### config.mk
export PLATFORM = sky130hd
export DESIGN_NAME = pf_prefetch_ctrl
export DESIGN_NICKNAME = d
export VERILOG_FILES = /design/src/pf_pkg.sv /design/src/pf_evt_if.sv /design/src/pf_txn_tracker.sv /design/src/pf_addr_gen.sv /design/src/pf_flush_ctrl.sv /design/src/pf_prefetch_ctrl.sv
export VERILOG_INCLUDE_DIRS = /design/src
export SDC_FILE = /design/constraint.sdc
export NUM_CORES = 1
export LEC_CHECK = 0
export ABC_AREA = 1
export BUFFER_PORTS_ARGS = -buffer_cell sky130_fd_sc_hd__clkbuf_2
export CORE_MARGIN = 1
export CORE_UTILIZATION = 53
export CTS_CLUSTER_SIZE = 25
export DETAILED_ROUTE_END_ITERATION = 10
export HOLD_SLACK_MARGIN = 0.12
export PLACE_DENSITY_LB_ADDON = 0.1
export SKIP_LAST_GASP = 1
export SLEW_MARGIN = 25
export SYNTH_ARGS = -nofsm -noshare
export SYNTH_HDL_FRONTEND = slang
export SYNTH_SLANG_ARGS = --single-unit
### constraint.sdc
create_clock -name clk -period 2.7 [get_ports clk]
set_input_delay 0.54 -clock clk [delete_from_list [all_inputs] [get_ports clk]]
set_output_delay 0.54 -clock clk [all_outputs]
set_load 0.02 [all_outputs]
### src/pf_cfg.svh
/*
 * Configuration macros of the prefetch controller
 * FIFO depth, count width, fetch address width and word size
 */
`ifndef PF_CFG_SVH
`define PF_CFG_SVH

// Prefetch FIFO depth
// Also caps the FIFO words plus outstanding transactions
`define PF_DEPTH 4

// Width of every count value, must be able to hold PF_DEPTH
`define PF_CNT_W 3

// Fetch address width
`define PF_ADDR_W 32

// Bytes per fetched word, sets increment and alignment
`define PF_WORD_BYTES 4

`endif

### src/pf_pkg.sv
/*
 * Shared types of the prefetch controller
 * Address state enum, fetch address and count types
 */
`default_nettype none

`include "pf_cfg.svh"

package pf_pkg;

  // Address generator state
  typedef enum logic {
    PF_IDLE        = 1'b0,
    PF_BRANCH_WAIT = 1'b1
  } pf_state_e;

  // Fetch address
  typedef logic [`PF_ADDR_W-1:0] pf_addr_t;

  // Outstanding, flush and FIFO counts
  typedef logic [`PF_CNT_W-1:0] pf_cnt_t;

endpackage

`default_nettype wire

### src/pf_evt_if.sv
/*
 * Flow event bundle shared by the prefetch logic blocks
 * Branch, loop jump, response, acceptance and outstanding count
 */
`timescale 1ns/1ps
`default_nettype none

interface pf_evt_if;
  import pf_pkg::*;

  // Taken branch from the fetch stage
  logic    branch;
  // Hardware-loop jump
  logic    hwlp_jump;
  // One-cycle response strobe from the bus
  logic    resp_valid;
  // Request accepted by the bus this cycle
  logic    accept;
  // Outstanding transactions, registered
  pf_cnt_t out_cnt;

  // Transaction tracker owns acceptance and the outstanding count
  modport tracker (
    input  branch,
    input  hwlp_jump,
    input  resp_valid,
    output accept,
    output out_cnt
  );

  // Address generator only needs the flow changes and acceptance
  modport addr (
    input branch,
    input hwlp_jump,
    input accept
  );

  // Flush control watches everything
  modport flush (
    input branch,
    input hwlp_jump,
    input resp_valid,
    input accept,
    input out_cnt
  );

endinterface

`default_nettype wire

### src/pf_txn_tracker.sv
/*
 * Transaction tracker of the prefetch controller
 * Request admission, acceptance strobe, outstanding counter, busy flag
 */
`timescale 1ns/1ps
`default_nettype none

`include "pf_cfg.svh"

module pf_txn_tracker (
  input  logic            clk,
  input  logic            rst_n,
  input  logic            req_i,
  input  logic            trans_ready_i,
  input  pf_pkg::pf_cnt_t fifo_cnt_i,
  output logic            trans_valid_o,
  output logic            busy_o,
  pf_evt_if.tracker       evt
);
  import pf_pkg::*;

  // One extra bit so FIFO words plus outstanding never wraps
  localparam int unsigned SUM_W = `PF_CNT_W + 1;

  pf_cnt_t          cnt_q;
  pf_cnt_t          cnt_d;
  pf_cnt_t          fifo_cnt_masked;
  logic [SUM_W-1:0] occupancy;
  logic             count_up;
  logic             count_down;

  ////////////////////////////////////////////////////////////
  // Admission
  ////////////////////////////////////////////////////////////

  // A branch or loop jump empties the FIFO anyway
  // so its words do not block the new request
  assign fifo_cnt_masked = (evt.branch || evt.hwlp_jump) ? '0 : fifo_cnt_i;

  // Words that will land in the FIFO, stored and in flight
  assign occupancy = {1'b0, fifo_cnt_masked} + {1'b0, cnt_q};

  // Only request while the FIFO is sure to have room for the response
  assign trans_valid_o = req_i && (occupancy < SUM_W'(`PF_DEPTH));

  assign count_up   = trans_valid_o && trans_ready_i;
  assign count_down = evt.resp_valid;

  assign evt.accept  = count_up;
  assign evt.out_cnt = cnt_q;

  // Busy while anything is in flight or about to be
  assign busy_o = (cnt_q != '0) || trans_valid_o;

  ////////////////////////////////////////////////////////////
  // Outstanding counter
  ////////////////////////////////////////////////////////////

  always_comb begin
    case ({count_up, count_down})
      2'b10:   cnt_d = cnt_q + pf_cnt_t'(1);
      2'b01:   cnt_d = cnt_q - pf_cnt_t'(1);
      // Accept and response together cancel out
      default: cnt_d = cnt_q;
    endcase
  end

  always_ff @(posedge clk or negedge rst_n) begin
    if (!rst_n) begin
      cnt_q <= '0;
    end else begin
      cnt_q <= cnt_d;
    end
  end

endmodule

`default_nettype wire

### src/pf_addr_gen.sv
/*
 * Transaction address generator of the prefetch controller
 * Branch-wait state machine and transaction address register
 */
`timescale 1ns/1ps
`default_nettype none

`include "pf_cfg.svh"

module pf_addr_gen (
  input  logic             clk,
  input  logic             rst_n,
  input  pf_pkg::pf_addr_t branch_addr_i,
  input  pf_pkg::pf_addr_t hwlp_target_i,
  output pf_pkg::pf_addr_t trans_addr_o,
  pf_evt_if.addr           evt
);
  import pf_pkg::*;

  // Byte offset bits inside a word
  localparam pf_addr_t WORD_MASK = pf_addr_t'(`PF_WORD_BYTES - 1);
  // Step between sequential fetches
  localparam pf_addr_t WORD_INCR = pf_addr_t'(`PF_WORD_BYTES);

  pf_state_e state_q;
  pf_state_e state_d;
  pf_addr_t  addr_q;
  pf_addr_t  branch_aligned;
  pf_addr_t  addr_incr;
  logic      addr_load;

  // Only whole words are fetched
  assign branch_aligned = branch_addr_i & ~WORD_MASK;
  assign addr_incr      = (addr_q & ~WORD_MASK) + WORD_INCR;

  // Capture the presented address on any flow change or acceptance
  assign addr_load = evt.branch || evt.hwlp_jump || evt.accept;

  ////////////////////////////////////////////////////////////
  // Address FSM
  ////////////////////////////////////////////////////////////

  always_comb begin
    state_d      = state_q;
    trans_addr_o = addr_q;

    case (state_q)
      PF_IDLE: begin
        // Branch wins over the loop jump
        // e.g. an interrupt taken on the last loop instruction
        if (evt.branch) begin
          trans_addr_o = branch_aligned;
        end else if (evt.hwlp_jump) begin
          trans_addr_o = hwlp_target_i;
        end else begin
          trans_addr_o = addr_incr;
        end
        // Target not taken by the bus yet, keep replaying it
        if ((evt.branch || evt.hwlp_jump) && !evt.accept) begin
          state_d = PF_BRANCH_WAIT;
        end
      end

      PF_BRANCH_WAIT: begin
        // Replay the held target unless a newer branch replaces it
        trans_addr_o = evt.branch ? branch_aligned : addr_q;
        // Target accepted, sequential prefetch resumes
        if (evt.accept) begin
          state_d = PF_IDLE;
        end
      end
    endcase
  end

  ////////////////////////////////////////////////////////////
  // Registers
  ////////////////////////////////////////////////////////////

  always_ff @(posedge clk or negedge rst_n) begin
    if (!rst_n) begin
      state_q <= PF_IDLE;
      addr_q  <= '0;
    end else begin
      state_q <= state_d;
      if (addr_load) begin
        addr_q <= trans_addr_o;
      end
    end
  end

endmodule

`default_nettype wire

### src/pf_flush_ctrl.sv
/*
 * Response flush and FIFO control of the prefetch controller
 * Flush counter, delayed loop flush, FIFO strobes and fetch-valid
 */
`timescale 1ns/1ps
`default_nettype none

module pf_flush_ctrl (
  input  logic      clk,
  input  logic      rst_n,
  input  logic      fetch_ready_i,
  input  logic      fifo_empty_i,
  output logic      fetch_valid_o,
  output logic      fifo_push_o,
  output logic      fifo_pop_o,
  output logic      fifo_flush_o,
  output logic      fifo_flush_but_first_o,
  pf_evt_if.flush   evt
);
  import pf_pkg::*;

  pf_cnt_t flush_cnt_q;
  pf_cnt_t flush_cnt_d;
  // Outstanding responses to drop once the loop end word returns
  pf_cnt_t delay_cnt_q;
  logic    delay_armed_q;
  logic    fifo_valid;
  logic    flushing;
  logic    hwlp_flush_now;
  logic    hwlp_flush_arm;
  logic    delay_fire;

  assign fifo_valid = !fifo_empty_i;

  // Responses in this window belong to the discarded path
  assign flushing = evt.branch || (flush_cnt_q != '0);

  ////////////////////////////////////////////////////////////
  // Fetch and FIFO strobes
  ////////////////////////////////////////////////////////////

  // Valid from the FIFO head or straight from the bus
  assign fetch_valid_o = (fifo_valid || evt.resp_valid) && !flushing;

  // Bypass to fetch when the FIFO is empty and fetch takes it,
  // otherwise the response goes into the FIFO
  assign fifo_push_o = evt.resp_valid && (fifo_valid || !fetch_ready_i) && !flushing;
  assign fifo_pop_o  = fifo_valid && fetch_ready_i;

  // Loop jump keeps the head word when it is not being consumed,
  // that word is the loop end instruction
  assign fifo_flush_o           = evt.branch || (evt.hwlp_jump && fifo_valid && fifo_pop_o);
  assign fifo_flush_but_first_o = evt.hwlp_jump && fifo_valid && !fifo_pop_o;

  ////////////////////////////////////////////////////////////
  // Loop jump flush decision
  ////////////////////////////////////////////////////////////

  // Loop end word already here, in the FIFO or on the bus
  assign hwlp_flush_now = evt.hwlp_jump && !(fifo_empty_i && !evt.resp_valid);

  // Loop end word still in flight, flush after it arrives
  assign hwlp_flush_arm = evt.hwlp_jump && fifo_empty_i && !evt.resp_valid;

  assign delay_fire = delay_armed_q && evt.resp_valid;

  always_ff @(posedge clk or negedge rst_n) begin
    if (!rst_n) begin
      delay_armed_q <= 1'b0;
      delay_cnt_q   <= '0;
    end else if (evt.branch) begin
      // Branch flushes everything, pending loop flush is moot
      delay_armed_q <= 1'b0;
      delay_cnt_q   <= '0;
    end else if (hwlp_flush_arm) begin
      delay_armed_q <= 1'b1;
      // Spare the oldest outstanding one, it is the loop end word
      delay_cnt_q   <= evt.out_cnt - pf_cnt_t'(1);
    end else if (delay_fire) begin
      delay_armed_q <= 1'b0;
      delay_cnt_q   <= '0;
    end
  end

  ////////////////////////////////////////////////////////////
  // Response flush counter
  ////////////////////////////////////////////////////////////

  always_comb begin
    flush_cnt_d = flush_cnt_q;
    if (evt.branch || hwlp_flush_now) begin
      // Everything still outstanding is on the wrong path
      flush_cnt_d = evt.out_cnt;
      // A response landing now is already dropped by the strobes
      if (evt.resp_valid && (evt.out_cnt != '0)) begin
        flush_cnt_d = evt.out_cnt - pf_cnt_t'(1);
      end
    end else if (delay_fire) begin
      // Lower priority than a branch, interrupts win over loops
      flush_cnt_d = delay_cnt_q;
    end else if (evt.resp_valid && (flush_cnt_q != '0)) begin
      flush_cnt_d = flush_cnt_q - pf_cnt_t'(1);
    end
  end

  always_ff @(posedge clk or negedge rst_n) begin
    if (!rst_n) begin
      flush_cnt_q <= '0;
    end else begin
      flush_cnt_q <= flush_cnt_d;
    end
  end

endmodule

`default_nettype wire

### src/pf_prefetch_ctrl.sv
/*
 * Instruction prefetch controller top level
 * Event bundle, transaction tracker, address generator, flush control
 */
`timescale 1ns/1ps
`default_nettype none

`include "pf_cfg.svh"

module pf_prefetch_ctrl (
  input  logic             clk,
  input  logic             rst_n,

  // Fetch stage side
  input  logic             req_i,
  input  logic             branch_i,
  input  pf_pkg::pf_addr_t branch_addr_i,
  output logic             busy_o,

  // Hardware loop
  input  logic             hwlp_jump_i,
  input  pf_pkg::pf_addr_t hwlp_target_i,

  // Bus transaction request
  output logic             trans_valid_o,
  input  logic             trans_ready_i,
  output pf_pkg::pf_addr_t trans_addr_o,

  // Bus response, consumer always ready
  input  logic             resp_valid_i,

  // Fetch handshake
  input  logic             fetch_ready_i,
  output logic             fetch_valid_o,

  // External prefetch FIFO
  output logic             fifo_push_o,
  output logic             fifo_pop_o,
  output logic             fifo_flush_o,
  output logic             fifo_flush_but_first_o,
  input  pf_pkg::pf_cnt_t  fifo_cnt_i,
  input  logic             fifo_empty_i
);

  // Flow events seen by all three blocks
  pf_evt_if evt_if ();

  assign evt_if.branch     = branch_i;
  assign evt_if.hwlp_jump  = hwlp_jump_i;
  assign evt_if.resp_valid = resp_valid_i;

  // Admission and outstanding count
  pf_txn_tracker u_pf_txn_tracker (
    .clk           (clk),
    .rst_n         (rst_n),
    .req_i         (req_i),
    .trans_ready_i (trans_ready_i),
    .fifo_cnt_i    (fifo_cnt_i),
    .trans_valid_o (trans_valid_o),
    .busy_o        (busy_o),
    .evt           (evt_if.tracker)
  );

  // Next transaction address
  pf_addr_gen u_pf_addr_gen (
    .clk           (clk),
    .rst_n         (rst_n),
    .branch_addr_i (branch_addr_i),
    .hwlp_target_i (hwlp_target_i),
    .trans_addr_o  (trans_addr_o),
    .evt           (evt_if.addr)
  );

  // Speculative response discard and FIFO strobes
  pf_flush_ctrl u_pf_flush_ctrl (
    .clk                    (clk),
    .rst_n                  (rst_n),
    .fetch_ready_i          (fetch_ready_i),
    .fifo_empty_i           (fifo_empty_i),
    .fetch_valid_o          (fetch_valid_o),
    .fifo_push_o            (fifo_push_o),
    .fifo_pop_o             (fifo_pop_o),
    .fifo_flush_o           (fifo_flush_o),
    .fifo_flush_but_first_o (fifo_flush_but_first_o),
    .evt                    (evt_if.flush)
  );

endmodule

`default_nettype wire

Word-level counts from Yosys, hierarchy flattened
Cells that the tools add are included.
{"block": "totals", "register_bits": 43, "latchBits": 0, "ramBits": 0, "rom_bits": 0, "inputBits": 76, "out_inout_bits": 39, "wordCells": 71, "mem_count": 0}
{"block": "classes", "n_addsub": 5, "n_mul": 0, "div_mod_pow": 0, "order_cmp": 1, "n_eq_ne": 2, "shifts": 0, "muxes": 19, "bitwise_logic": 1, "n_reduce_logical": 37}
{"cell": "$mux W32", "count": 3}
{"cell": "$pmux W32 S2", "count": 1}
{"cell": "$add A32 B3 Y32 const B", "count": 1}
{"cell": "$mux W3", "count": 8}
{"cell": "$logic_and A1 B1 Y1", "count": 17}
{"cell": "$reduce_bool A3 Y1", "count": 4}
{"cell": "$logic_or A1 B1 Y1", "count": 8}
{"cell": "$logic_not A1 Y1", "count": 7}
{"cell": "$pmux W3 S2", "count": 1}
{"cell": "$sub A3 B1 Y3 const B", "count": 2}
{"cell": "$mux W1", "count": 5}
{"cell": "$add A3 B3 Y4", "count": 1}
{"cell": "$lt A4 B3 Y1 const B", "count": 1}
{"cell": "$add A3 B1 Y3 const B", "count": 1}
{"cell": "$eq A2 B1 Y1 const B", "count": 1}
{"cell": "$eq A2 B2 Y1 const B", "count": 1}
{"cell": "$pmux W1 S2", "count": 1}
{"cell": "$reduce_bool A2 Y1", "count": 1}
{"cell": "$not A1 Y1", "count": 1}

Longest topological paths before layout
Gate-level depths: netlist of the first run.
{"block": "depth", "ltp_word": 10, "mapped_depth": 14, "mapped_depth_nobuf": 12}

Hierarchy
Synthesis of the first run repeated with hierarchy kept, for this count alone.
{"block": "unflattened", "cells_unflattened": 693, "hier_area_um2": 4000.1}
{"module": "pf_addr_gen", "instances": 1, "cells_each": 570, "area_each_um2": 3155.5, "seq_area_each_um2": 825.8}
{"module": "pf_flush_ctrl", "instances": 1, "cells_each": 78, "area_each_um2": 546.8, "seq_area_each_um2": 175.2}
{"module": "pf_txn_tracker", "instances": 1, "cells_each": 45, "area_each_um2": 297.8, "seq_area_each_um2": 75.1}

Worst setup path before layout of the first run
Ideal clock, no wire load.
{"block": "synth_timing", "path_kind": "input port to flip-flop", "start": "input hwlp_jump_i", "end": "register u_pf_txn_tracker.cnt_q[2], in the netlist u_pf_txn_tracker.evt.out_cnt[2]", "setup_ps": 124, "arrival_time_ps": 2341, "required_ps": 2576, "slack_ps": 235, "stages": 11, "path_buffers": 1, "cell_sequence": "buf_4 nor2_4 inv_1 nor2_1 ha_1 nor4_1 nand2_1 inv_2 nand2_2 ha_1 o31a_1"}
{"block": "synth_via", "elab_chain_cells": 8, "elab_cells_between_ends": 10, "cone_classes": "add/sub (1); order compare (1); eq/ne (2); mux (2); reduce/logical (4)"}
{"element": "from (decl)", "line": "pf_prefetch_ctrl.sv:21", "rtl": "input logic hwlp_jump_i,"}
{"element": "$logic_or A1 B1 Y1 *", "line": "pf_txn_tracker.sv:38", "rtl": "assign fifo_cnt_masked = (evt.branch || evt.hwlp_jump) ? '0 : fifo_cnt_i;"}
{"element": "$mux W3 *", "line": "pf_txn_tracker.sv:38"}
{"element": "$add A3 B3 Y4 *", "line": "pf_txn_tracker.sv:41", "rtl": "assign occupancy = {1'b0, fifo_cnt_masked} + {1'b0, cnt_q};"}
{"element": "$lt A4 B3 Y1 *", "line": "pf_txn_tracker.sv:44", "rtl": "assign trans_valid_o = req_i && (occupancy < SUM_W'(`PF_DEPTH));"}
{"element": "$logic_and A1 B1 Y1 *", "line": "pf_txn_tracker.sv:44"}
{"element": "named net trans_valid_o", "line": "pf_prefetch_ctrl.sv:25", "rtl": "output logic trans_valid_o,"}
{"element": "$logic_and A1 B1 Y1 *", "line": "pf_txn_tracker.sv:46", "rtl": "assign count_up = trans_valid_o && trans_ready_i;"}
{"element": "$eq A2 B1 Y1 / $eq A2 B2 Y1 (equally long branches)", "line": "pf_txn_tracker.sv:60", "rtl": "case ({count_up, count_down})"}
{"element": "$pmux W3 S2 / $reduce_bool A2 Y1 (equally long branches)"}
{"element": "to (signal assigned)", "line": "pf_txn_tracker.sv:72", "rtl": "cnt_q <= cnt_d;"}
{"element": "to (decl)", "line": "pf_txn_tracker.sv:25", "rtl": "pf_cnt_t cnt_q;"}
The timed path passes the listed nets; every way through them passes the cells marked *.
A chain may end at the register's enable or synchronous reset.

Worst setup path in the final report of the first run
{"block": "layout_timing", "start": "register u_pf_addr_gen.addr_q[2]", "end": "output trans_addr_o[14]"}
{"block": "layout_via", "elab_chain_cells": 4}
{"element": "from (decl)", "line": "pf_addr_gen.sv:27", "rtl": "pf_addr_t addr_q;"}
{"element": "from (signal assigned)", "line": "pf_addr_gen.sv:86", "rtl": "addr_q <= trans_addr_o;"}
{"element": "$add A32 B3 Y32", "line": "pf_addr_gen.sv:34", "rtl": "assign addr_incr = (addr_q & ~WORD_MASK) + WORD_INCR;"}
{"element": "$mux W32", "line": "pf_addr_gen.sv:53", "rtl": "end else if (evt.hwlp_jump) begin"}
{"element": "$mux W32", "line": "pf_addr_gen.sv:51", "rtl": "if (evt.branch) begin"}
{"element": "$pmux W32 S2", "line": "pf_addr_gen.sv:47", "rtl": "case (state_q)"}
{"element": "to (decl)", "line": "pf_prefetch_ctrl.sv:27", "rtl": "output pf_pkg::pf_addr_t trans_addr_o,"}
Every way passes these cells.

==> results.ini, run 1 <==
[power_and_ir_drop]
sw_frac_of_total_pct = 44.9
combPwrFrac_pct = 46.4
power.density_nw_per_um2 = 600
p_switching_mw = 1.25
total_power_mw = 2.79
clkPwrFrac_pct = 18.0
p_leak_nw = 2.43
peakVddDrop_mv = 0.383
p_int_mw = 1.54
seqPwrFrac_pct = 35.6

[logic_synthesis]
yosys_warnings = 0
netlist_instances = 668
ys_types = 30
netlist_area_sq_um = 3870
syn_avg_cell_area_sq_um = 5.79
ys_ff_latch = 43
synth_fp_nets = 753
yosysSeqAreaShare_pct = 27.8

[critical_path]
cp_max_fo = 5
end_kind = output port
worstSetupStartpointType = register
cp_data_required_time_ns = 2.16
rrSetupSlack_ns = 0.64
crit_arrival_ns = 2.02
path_class = reg -> out

[min_path]
hold_class = in -> async

[global_routing]
grt_pass1_wl_mm = 18.5
track_usage_pct = 30.9
grt_pass1_vias = 4208
grt_max_degree = 29
antenna_found_initial = 0
grt_overflow = 0

[finish]
postLayoutCellArea_sq_um = 4650
diodes = 0
layout-drive-gt1-share_pct = 22.1
fill_cells = 687
nets = 862
syn_to_final_growth_pct = 20.3

[timing]
post-route-period-util_pct = 94.9
hold_viol_final = 0
rsz0062_at_grt = true
layout_min_cycle_time_ns = 2.56
worstMarginPinSlew_ns = 0.653
max_freq_ghz = 0.390
final.setup_skew_ns = 0.00954
setup_violations = 0
slew_headroom_pct = 56.4
drv_slew = 0

[cts]
cts.sinks = 43
htree_levels = 2
clockBufferDepth = 2
postCtsHoldBufs = 0
clk_latency_ns = 0.30
cts_tree = yes
clock-root-buffer = clkbuf_8
cts_made_buffers = 5
clk_pin_slew_ns = 0.09

[floorplanning]
io_pins = 115
start_util_pct = 56.0
dieArea_sq_um = 7640
core_area_sq_um = 6910
fp.dieH_um = 87.4
dieWidth_um = 87.4
row_count = 30

[status]
status = finished, final reports clean

[place]
dp_hpwl_mm = 8.77
place.port_buffers = 112
gp_congestion = 0.950
place_area_sq_um = 4520

[detailed_routing]
vias_per_cell = 5.23
drc_errors = 0
routed_wl_mm = 11.4
drtPass1Iterations = 5
wl_per_cell_um = 13.0
num_vias = 4563
drtAntennaViolNets = 0
drtIter0Drc = 346

[run]
maxCapViolations = 0

## timing repair
action,4_1_cts,5_1_grt
setup endpoints to repair,0,10
buffers inserted,0,2
gates resized for setup,0,5
## cell usage after synthesis
cell type | count | area share [%]
o211ai_1 | 4 | 0.78
nor3_1 | 2 | 0.26
nand3_1 | 58 | 7.5
buf_4 | 4 | 0.78
nand2_2 | 8 | 1.3
or2_2 | 5 | 0.81
nor2_4 | 3 | 0.87
o31a_1 | 1 | 0.23
a211oi_1 | 2 | 0.39
nand2_1 | 235 | 23
o21ai_0 | 36 | 4.7
o221ai_1 | 1 | 0.23
o22ai_1 | 6 | 0.97
a31oi_1 | 2 | 0.32
nor4_1 | 1 | 0.16
nor2_2 | 10 | 1.6
clkbuf_2 | 1 | 0.13
nor2_1 | 93 | 9.0
o2111ai_1 | 1 | 0.23
inv_1 | 74 | 7.2
inv_2 | 13 | 1.3
xnor2_1 | 3 | 0.68
dfrtp_1 | 43 | 28
buf_2 | 9 | 1.2
a21oi_1 | 5 | 0.65
ha_1 | 9 | 2.9
buf_6 | 2 | 0.58
o21ai_1 | 28 | 3.6
clkbuf_1 | 6 | 0.58
nand4_1 | 3 | 0.49
## sequential cells by signal, summed over array words and instances (netlist names)
register and count:
u_pf_addr_gen.addr_q 32, u_pf_addr_gen.state_q 1, u_pf_flush_ctrl.delay_armed_q 1, u_pf_flush_ctrl.delay_cnt_q 3
u_pf_flush_ctrl.flush_cnt_q 3, u_pf_txn_tracker.evt.out_cnt 3
## metrics by stage
stage                     cells  hold WS (ns)  worst slack, ns  utilization (%)  setup TNS [ns]
after global placement      864         0.487            0.194             65.5               0
after floorplan             668         0.244            0.235                -               0
after CTS                   871         0.272           0.0583             67.0               0
final                       873         0.250            0.137             67.4               0
after global routing        873         0.290          -0.0398             67.4         -0.0885
after detailed placement    864         0.505            0.122             65.5               0
## layout make-up
class | instances | area, sq um | share of cell area [%]
Tap cell | 96 | 120 | 2.58
Timing Repair Buffer | 124 | 676 | 14.5
Clock inverter | 1 | 30.0 | 0.645
Inverter | 87 | 329 | 7.07
Multi-Input combinational cell | 516 | 2350 | 50.5
Clock buffer | 6 | 72.6 | 1.56
Sequential cell | 43 | 1080 | 23.1
## worst max-delay path, stage by stage (launching register included)
cell	delay, ns
dfrtp_1	0.42
ha_1	0.20
nand2_1	0.12
nor2_4	0.19
nand2_2	0.13
nor2_2	0.17
nand2_1	0.08
nand3_1	0.09
nand2_1	0.05
nand3_1	0.09
clkbuf_2	0.18
## power by group through the flow
stage / sequential (mW) / clock, mW / combinational [mW]
finish: 0.993 / 0.501 / 1.30
global route: 1.02 / 0.529 / 1.46
CTS: 0.987 / 0.508 / 1.29
detailed placement: 0.998 / 0 / 1.28
global placement: 0.993 / 0 / 1.25
floorplan: 0.942 / 0 / 0.933
## worst paths after layout
kind / start / end / cells after the start
min in group clk: u_pf_addr_gen.addr_q[0] / u_pf_addr_gen.addr_q[0] / 2
worst max register to register: u_pf_txn_tracker.evt.out_cnt[2] / u_pf_txn_tracker.evt.out_cnt[2] / 7
max in group asynchronous: rst_n / u_pf_addr_gen.addr_q[8] / 2
worst min-delay path: rst_n / u_pf_addr_gen.addr_q[20] / 1
worst min register to register: u_pf_addr_gen.addr_q[0] / u_pf_addr_gen.addr_q[0] / 2
worst max-delay path: u_pf_addr_gen.addr_q[2] / trans_addr_o[14] / 10
## per-layer routing
layer  global-route usage [%]  wire [um]  up-vias
li1                         -          -     2315
met1                     37.2       4820     2073
met2                     57.5       5770      152
met3                     3.51        551       23
met4                     8.94        203        0
met5                        0          0        -
## cells by family (layout without fill, tap and decap cells)
group,Yosys count,after routing,share of synthesized area [%]
AND/OR/NAND/NOR,418,418,44.8
XOR/XNOR,3,3,0.680
buffers and inverters,109,218,11.7
adder cells (fa/ha/maj),9,9,2.91
AO/OA/AOI/OAI,86,86,12.1
flip-flops,43,43,27.8
## placed cells by master (no fill, tap or decap)
master       n
a211oi_1     2
a21oi_1      5
a31oi_1      2
buf_12       2
buf_4       10
bufinv_16    1
clkbuf_1     1
clkbuf_2   112
clkbuf_8     5
dfrtp_1     42
dfrtp_2      1
ha_1         9
inv_1       73
inv_2       13
inv_4        1
nand2_1    235
nand2_2      8
nand3_1     57
nand3_2      1
nand4_1      3
nor2_1      93
nor2_2       9
nor2_4       4
nor3_1       2
nor4_1       1
o2111ai_1    1
o211ai_1     4
o21ai_0     36
o21ai_1     28
o221ai_1     1
o22ai_1      6
o31a_1       1
or2_2        5
xnor2_1      3
Note: power is estimated with default switching activity, not from simulation.
==> run 2, diff against run 1 <==
--- a/config.mk
+++ b/config.mk
@@ -6,7 +6,6 @@
 export SDC_FILE = /design/constraint.sdc
 export NUM_CORES = 1
 export LEC_CHECK = 0
-export ABC_AREA = 1
 export BUFFER_PORTS_ARGS = -buffer_cell sky130_fd_sc_hd__clkbuf_2
 export CORE_MARGIN = 1
 export CORE_UTILIZATION = 53
@@ -14,6 +13,7 @@
 export DETAILED_ROUTE_END_ITERATION = 10
 export HOLD_SLACK_MARGIN = 0.12
 export PLACE_DENSITY_LB_ADDON = 0.1
+export REMOVE_ABC_BUFFERS = 1
 export SKIP_LAST_GASP = 1
 export SLEW_MARGIN = 25
 export SYNTH_ARGS = -nofsm -noshare
==> results.ini, run 2 <==
[status]
status = finished with violations
violations = setup timing

[critical_path]
path_class = reg -> out
worstSetupStartpointType = register
rrSetupSlack_ns = 0.26  ; -0.38 ns
critPathTopFamily = simple AND/OR/NAND/NOR gates
crit_arrival_ns = 2.39  ; +0.37 ns
cp_max_fo = 8  ; +3
end_kind = output port
critPathBufInv = 1  ; unchanged
crit_path_max_incr_delay_ns = 0.60  ; +0.18 ns
crit_slowest_cell = or4_4
cp_data_required_time_ns = 2.16  ; about the same
worstPathCellList = ha_4 -> nand4_1 -> or4_4 -> o21ai_2 -> nand3_2 -> a221o_1 -> clkbuf_8

[power_and_ir_drop]
power.density_nw_per_um2 = 625  ; +4.2%
p_leak_nw = 2.46  ; +1.1%
peakVddDrop_mv = 0.583  ; +52%

[logic_synthesis]
yosysMostFrequentCell = nand2_1
netlist_instances = 512  ; -23%
synth.area.top_cells = dfrtp_1 (28%), nand2_1 (8.1%), o21ai_0 (4.8%), a21oi_1 (3.9%), o211ai_1 (3.3%)
synth_flop_cell = dfrtp_1
syn_avg_cell_area_sq_um = 7.55  ; +30%
ys_ff_latch = 43  ; unchanged
netlist_area_sq_um = 3860  ; about the same
yosys_warnings = 0  ; unchanged
synthArstFlopShare_pct = 100  ; unchanged
yosys-top-cells-count = nand2_1 (83), dfrtp_1 (43), o21ai_0 (37)
synth_edf_count = 0  ; unchanged
synth_area_leader_cell = dfrtp_1
yosysSeqAreaShare_pct = 27.8  ; about the same
ys_types = 60  ; +100%
synthDominantCellAreaShare_pct = 27.8  ; about the same

[finish]
final_common_cell = clkbuf_2
postLayoutCellArea_sq_um = 5350  ; +15%
instances_no_fill = 766  ; -12%
nets = 754  ; -13%
syn_to_final_growth_pct = 38.3
diodes = 0  ; unchanged
largest_register_ff_count = 32  ; unchanged
largest-register = u_pf_addr_gen.addr_q
layout-drive-gt1-share_pct = 35.7  ; +14 points
final_cell_mix = clkbuf_2 (93), nand2_1 (83), buf_4 (76)

[cts]
clk_latency_ns = 0.31  ; about the same
cts_tree = yes
clk_pin_slew_ns = 0.09  ; about the same
htree_levels = 2  ; unchanged
cts_made_buffers = 5  ; unchanged
clockBufferDepth = 2  ; unchanged
clock-root-buffer = clkbuf_8
cts.sinks = 43  ; unchanged

[timing]
post-route-period-util_pct = 109  ; +14 points
setup_violations = 8  ; +8
slew_headroom_pct = 53.2  ; -3.2 points
fin_ws_ns = -0.231  ; -0.368 ns
final.setup_skew_ns = 0.00574  ; -0.00380 ns
worstMarginPinSlew_ns = 0.702  ; +0.0485 ns
max_freq_ghz = 0.341  ; -13%
hold_viol_final = 0  ; unchanged
drv_slew = 0  ; unchanged
rsz0062_at_grt = true
layout_min_cycle_time_ns = 2.93  ; +0.368 ns

[place]
dp_hpwl_mm = 9.12  ; +3.9%
place_area_sq_um = 4830  ; +6.8%
pre_cts_ws_ns = -0.235  ; -0.357 ns
gp_congestion = 0.864  ; -9.1%
place_inst = 738  ; -15%
place.port_buffers = 112  ; unchanged

[run]
maxCapViolations = 0  ; unchanged

[global_routing]
track_usage_pct = 33.3  ; +2.4 points
grt_pass1_wl_mm = 19.8  ; +7.1%
grt_max_degree = 38  ; +31%
grt_pass1_vias = 4229  ; +0.50%
antenna_found_initial = 0  ; unchanged
grt_overflow = 0  ; unchanged

[floorplanning]
row_count = 30  ; unchanged
dieArea_sq_um = 7640  ; about the same
io_pins = 115  ; unchanged
fp.dieH_um = 87.4  ; about the same
start_util_pct = 56.0  ; about the same
core_area_sq_um = 6910  ; unchanged
dieWidth_um = 87.4  ; about the same

[detailed_routing]
vias_per_cell = 6.04  ; +15%
routed_wl_mm = 12.9  ; +14%
drtAntennaViolNets = 0  ; unchanged
num_vias = 4624  ; +1.3%
drc_errors = 0  ; unchanged
drtIter0Drc = 391  ; +13%
wl_per_cell_um = 16.9  ; +30%
drtPass1Iterations = 5  ; unchanged

[min_path]
hold_class = in -> reg

-- run 2: cell count changes after synthesis, moves of 11 or more --
cell      before  now
nor2_1        93   31
a21oi_1        5   30
nand2_1      235   83
inv_2         13    0
o21ai_1       28    1
inv_1         74   16
mux2i_1        0   11
o211ai_1       4   17
nand3_1       58   18
clkbuf_1       6   26
nand4_1        3   19
-- run 2: cell families (layout without fill, tap and decap cells) --
group / after synthesis / after routing / synth area share (%)
adder cells (fa/ha/maj): 9 / 9 / 2.91
flip-flops: 43 / 43 / 27.8
buffers and inverters: 58 / 216 / 5.99
AND/OR/NAND/NOR: 210 / 210 / 27.4
multiplexers: 19 / 19 / 5.18
AO/OA/AOI/OAI: 163 / 163 / 28.4
XOR/XNOR: 10 / 10 / 2.27
-- run 2: stage by stage --
step	hold WS (ns)	TNS (ns)	utilization [%]	power (mW)
after floorplan	0.244	-9.97	-	1.91
after global placement	0.453	-3.44	69.9	2.46
after detailed placement	0.450	-5.82	69.9	2.53
after CTS	0.451	-1.10	75.3	3.24
after global routing	0.472	-2.08	77.4	3.52
final	0.462	-0.932	77.4	3.34
-- run 2: final cells by class --
class	count	area [sq um]
Inverter	18	67.6
Timing Repair Buffer	190	1250
Sequential cell	43	1080
Multi-Input combinational cell	411	2690
Fill cell	556	1560
Clock buffer	5	68.8
Tap cell	96	120
Clock inverter	3	67.6
-- run 2: final timing paths --
kind / startpoint / depth (start not counted) / end
max: u_pf_addr_gen.addr_q[2] / 7 / trans_addr_o[18]
min: trans_ready_i / 2 / u_pf_addr_gen.state_q
max reg2reg: u_pf_txn_tracker.evt.out_cnt[2] / 9 / u_pf_txn_tracker.evt.out_cnt[2]
min reg2reg: u_pf_flush_ctrl.delay_cnt_q[2] / 2 / u_pf_flush_ctrl.delay_cnt_q[2]
max in group asynchronous: rst_n / 3 / u_pf_addr_gen.addr_q[4]
min in group asynchronous: rst_n / 2 / u_pf_addr_gen.addr_q[27]
-- run 2: power by group --
group          switching [mW]  internal, mW  leakage, nW  total (mW)
logic                   0.959         0.773         1.88        1.73
clock network           0.259         0.369       0.0644       0.628
registers               0.184         0.796        0.521       0.980
-- run 2: timing repair --
action | in CTS | in global routing
setup endpoints to repair | 20 | 25
pin swaps | 11 | 14
buffers inserted | 14 | 6
gates resized for setup | 26 | 43
hold buffers | 1 | 0
hold endpoints to repair | 5 | 0
-- run 2: routing by layer --
metal,GRT usage [%],up-vias,wire [um]
li1,-,2208,-
met1,43.3,2191,5690
met2,58.1,203,6260
met3,4.36,22,751
met4,9.09,0,213
met5,0,-,0
==> run 3, diff against run 2 <==
--- a/config.mk
+++ b/config.mk
@@ -6,7 +6,9 @@
 export SDC_FILE = /design/constraint.sdc
 export NUM_CORES = 1
 export LEC_CHECK = 0
+export ABC_AREA = 1
 export BUFFER_PORTS_ARGS = -buffer_cell sky130_fd_sc_hd__clkbuf_2
+export CAP_MARGIN = 30
 export CORE_MARGIN = 1
 export CORE_UTILIZATION = 53
 export CTS_CLUSTER_SIZE = 25
==> results.ini, run 3 (same netlist as run 1, synthesis figures left out) <==
[critical_path]
rrSetupSlack_ns = 0.61  ; +0.35 ns
setup.worst_path.end = trans_addr_o[10]
path_class = reg -> out
cp_data_required_time_ns = 2.16  ; about the same
reg2reg_to = u_pf_txn_tracker.evt.out_cnt[2]
crit_arrival_ns = 2.03  ; -0.36 ns
end_kind = output port
crit_path_start = u_pf_addr_gen.addr_q[3]
regToRegStartpoint = u_pf_txn_tracker.evt.out_cnt[2]
ff2ff_path_depth = 7  ; -2
cp_max_fo = 5  ; -3
worstSetupStartpointType = register

[timing]
max_freq_ghz = 0.390  ; +14%
drv_slew = 0  ; unchanged
post-route-period-util_pct = 95.1  ; -14 points
layout_min_cycle_time_ns = 2.57  ; -0.365 ns
holdWs_ns = 0.525  ; +0.0623 ns
setup_violations = 0  ; -8
slew_headroom_pct = 69.4  ; +16 points
worstMarginPinSlew_ns = 0.459  ; -0.243 ns
hold_viol_final = 0  ; unchanged
rsz0062_at_grt = false
setup_tns_ns = 0  ; +0.932 ns
fin_ws_ns = 0.134  ; +0.365 ns
final.setup_skew_ns = 0.00490  ; -0.000839 ns

[finish]
ff_latch_area_sq_um = 1080  ; -0.23%
largest_register_ff_count = 32  ; unchanged
fill_cells = 681  ; +22%
layout-drive-gt1-share_pct = 22.3  ; -13 points
final_common_cell = nand2_1
nets = 866  ; +15%
multi_input_area_sq_um = 2350  ; -13%
final_cell_mix = nand2_1 (235), clkbuf_2 (112), nor2_1 (93)
diodes = 0  ; unchanged
largest-register = u_pf_addr_gen.addr_q
syn_to_final_growth_pct = 21.0

[detailed_routing]
drc_errors = 0  ; unchanged
num_vias = 4633  ; +0.19%
drtIter0Drc = 320  ; -18%
vias_per_cell = 5.28  ; -13%
drtPass1Iterations = 5  ; unchanged
routed_wl_mm = 11.4  ; -12%
drtAntennaViolNets = 0  ; unchanged
wl_per_cell_um = 13.0  ; -23%

[floorplanning]
row_count = 30  ; unchanged
dieArea_sq_um = 7640  ; about the same
fp.dieH_um = 87.4  ; about the same
core_area_sq_um = 6910  ; unchanged
io_pins = 115  ; unchanged
start_util_pct = 56.0  ; about the same
dieWidth_um = 87.4  ; about the same

[cts]
clk_pin_slew_ns = 0.09  ; about the same
cts.sinks = 43  ; unchanged
clock-root-buffer = clkbuf_8
cts_made_buffers = 5  ; unchanged
clk_latency_ns = 0.30  ; about the same
cts_tree = yes
clockBufferDepth = 2  ; unchanged
htree_levels = 2  ; unchanged

[place]
gp_congestion = 0.963  ; +12%
dp_hpwl_mm = 8.85  ; -3.0%
pre_cts_ws_ns = 0.123  ; +0.358 ns
place.port_buffers = 112  ; unchanged

[power_and_ir_drop]
p_leak_nw = 2.45  ; -0.31%
power.density_nw_per_um2 = 594  ; -5.0%
peakVddDrop_mv = 0.426  ; -27%

[global_routing]
antenna_found_initial = 0  ; unchanged
grt_pass1_wl_mm = 19.0  ; -4.0%
track_usage_pct = 32.0  ; -1.4 points
grt_max_degree = 28  ; -26%
grt_overflow = 0  ; unchanged
grt_pass1_vias = 4095  ; -3.2%

[status]
status = finished, final reports clean

[run]
maxCapViolations = 0  ; unchanged

[min_path]
hold_class = reg -> reg

run 3: cell count changes in the layout (fill, tap and decap cells not counted), sizes merged, moves of 13 or more:
cell | before | now
nand2 | 84 | 243
buf | 91 | 15
nor2 | 31 | 106
inv | 16 | 87
nand3 | 18 | 58
o21ai | 38 | 64
a21oi | 30 | 5
nand4 | 20 | 3
clkbuf | 103 | 118
o211ai | 17 | 4
run 3: critical path, stage by stage, from the launching register on:
cell and delay (ns):
dfrtp_1 0.42, ha_1 0.19, nand2_1 0.11, nor2_4 0.18, nand2_2 0.14, inv_2 0.13, nand3_1 0.08, o21ai_0 0.09
nand2_1 0.07, nand3_1 0.09, inv_1 0.07, clkbuf_2 0.15
run 3: area by class of cell:
| class | instances | share of cell area [%] |
|---|---|---|
| inverter | 87 | 6.98 |
| clock inverter | 2 | 0.348 |
| multi-input combinational | 516 | 50.2 |
| timing repair buffer | 128 | 15.1 |
| clock buffer | 6 | 1.76 |
| sequential | 43 | 23.0 |
| tap | 96 | 2.57 |
run 3: what timing repair did:
item / in CTS / in global routing
hold endpoints to repair: 8 / 0
buffers inserted: 0 / 2
setup endpoints to repair: 0 / 8
hold buffers: 1 / 0
resized for setup: 0 / 2
run 3: stage by stage:
step                cells  power (mW)  area, sq um  util [%]
global placement      867        2.25         4550      65.8
CTS                   876        2.76         4650      67.4
global route          878        3.01         4680      67.8
finish                878        2.78         4680      67.8
detailed placement    867        2.30         4550      65.8
floorplan             646        1.84         3740         -
run 3: worst min-delay path by stage:
stage / start / to / slack, ns / depth (start not counted)
final: u_pf_addr_gen.addr_q[31] / u_pf_addr_gen.addr_q[31] / 0.52 / 2
after global routing: u_pf_addr_gen.addr_q[1] / u_pf_addr_gen.addr_q[1] / 0.55 / 2
after CTS: u_pf_addr_gen.addr_q[31] / u_pf_addr_gen.addr_q[31] / 0.52 / 2
after detailed placement: rst_n / u_pf_addr_gen.addr_q[28] / 0.42 / 1
after global placement: rst_n / u_pf_addr_gen.addr_q[28] / 0.41 / 1
after floorplan: rst_n / u_pf_addr_gen.addr_q[0] / 0.24 / 0
run 3: metal layers:
| layer | track usage (%) | up-vias | share of wire (%) |
|---|---|---|---|
| met5 | 0 | - | 0 |
| met4 | 8.20 | 0 | 0.95 |
| met3 | 3.89 | 10 | 7.4 |
| met2 | 53.8 | 200 | 49 |
| met1 | 43.5 | 2095 | 43 |
| li1 | - | 2328 | - |
run 3: where the power goes:
group	switching [mW]	total, mW	internal [mW]
Combinational	0.844	1.32	0.476
Clock	0.250	0.459	0.209
Sequential	0.200	0.999	0.799
Total	1.29	2.78	1.48
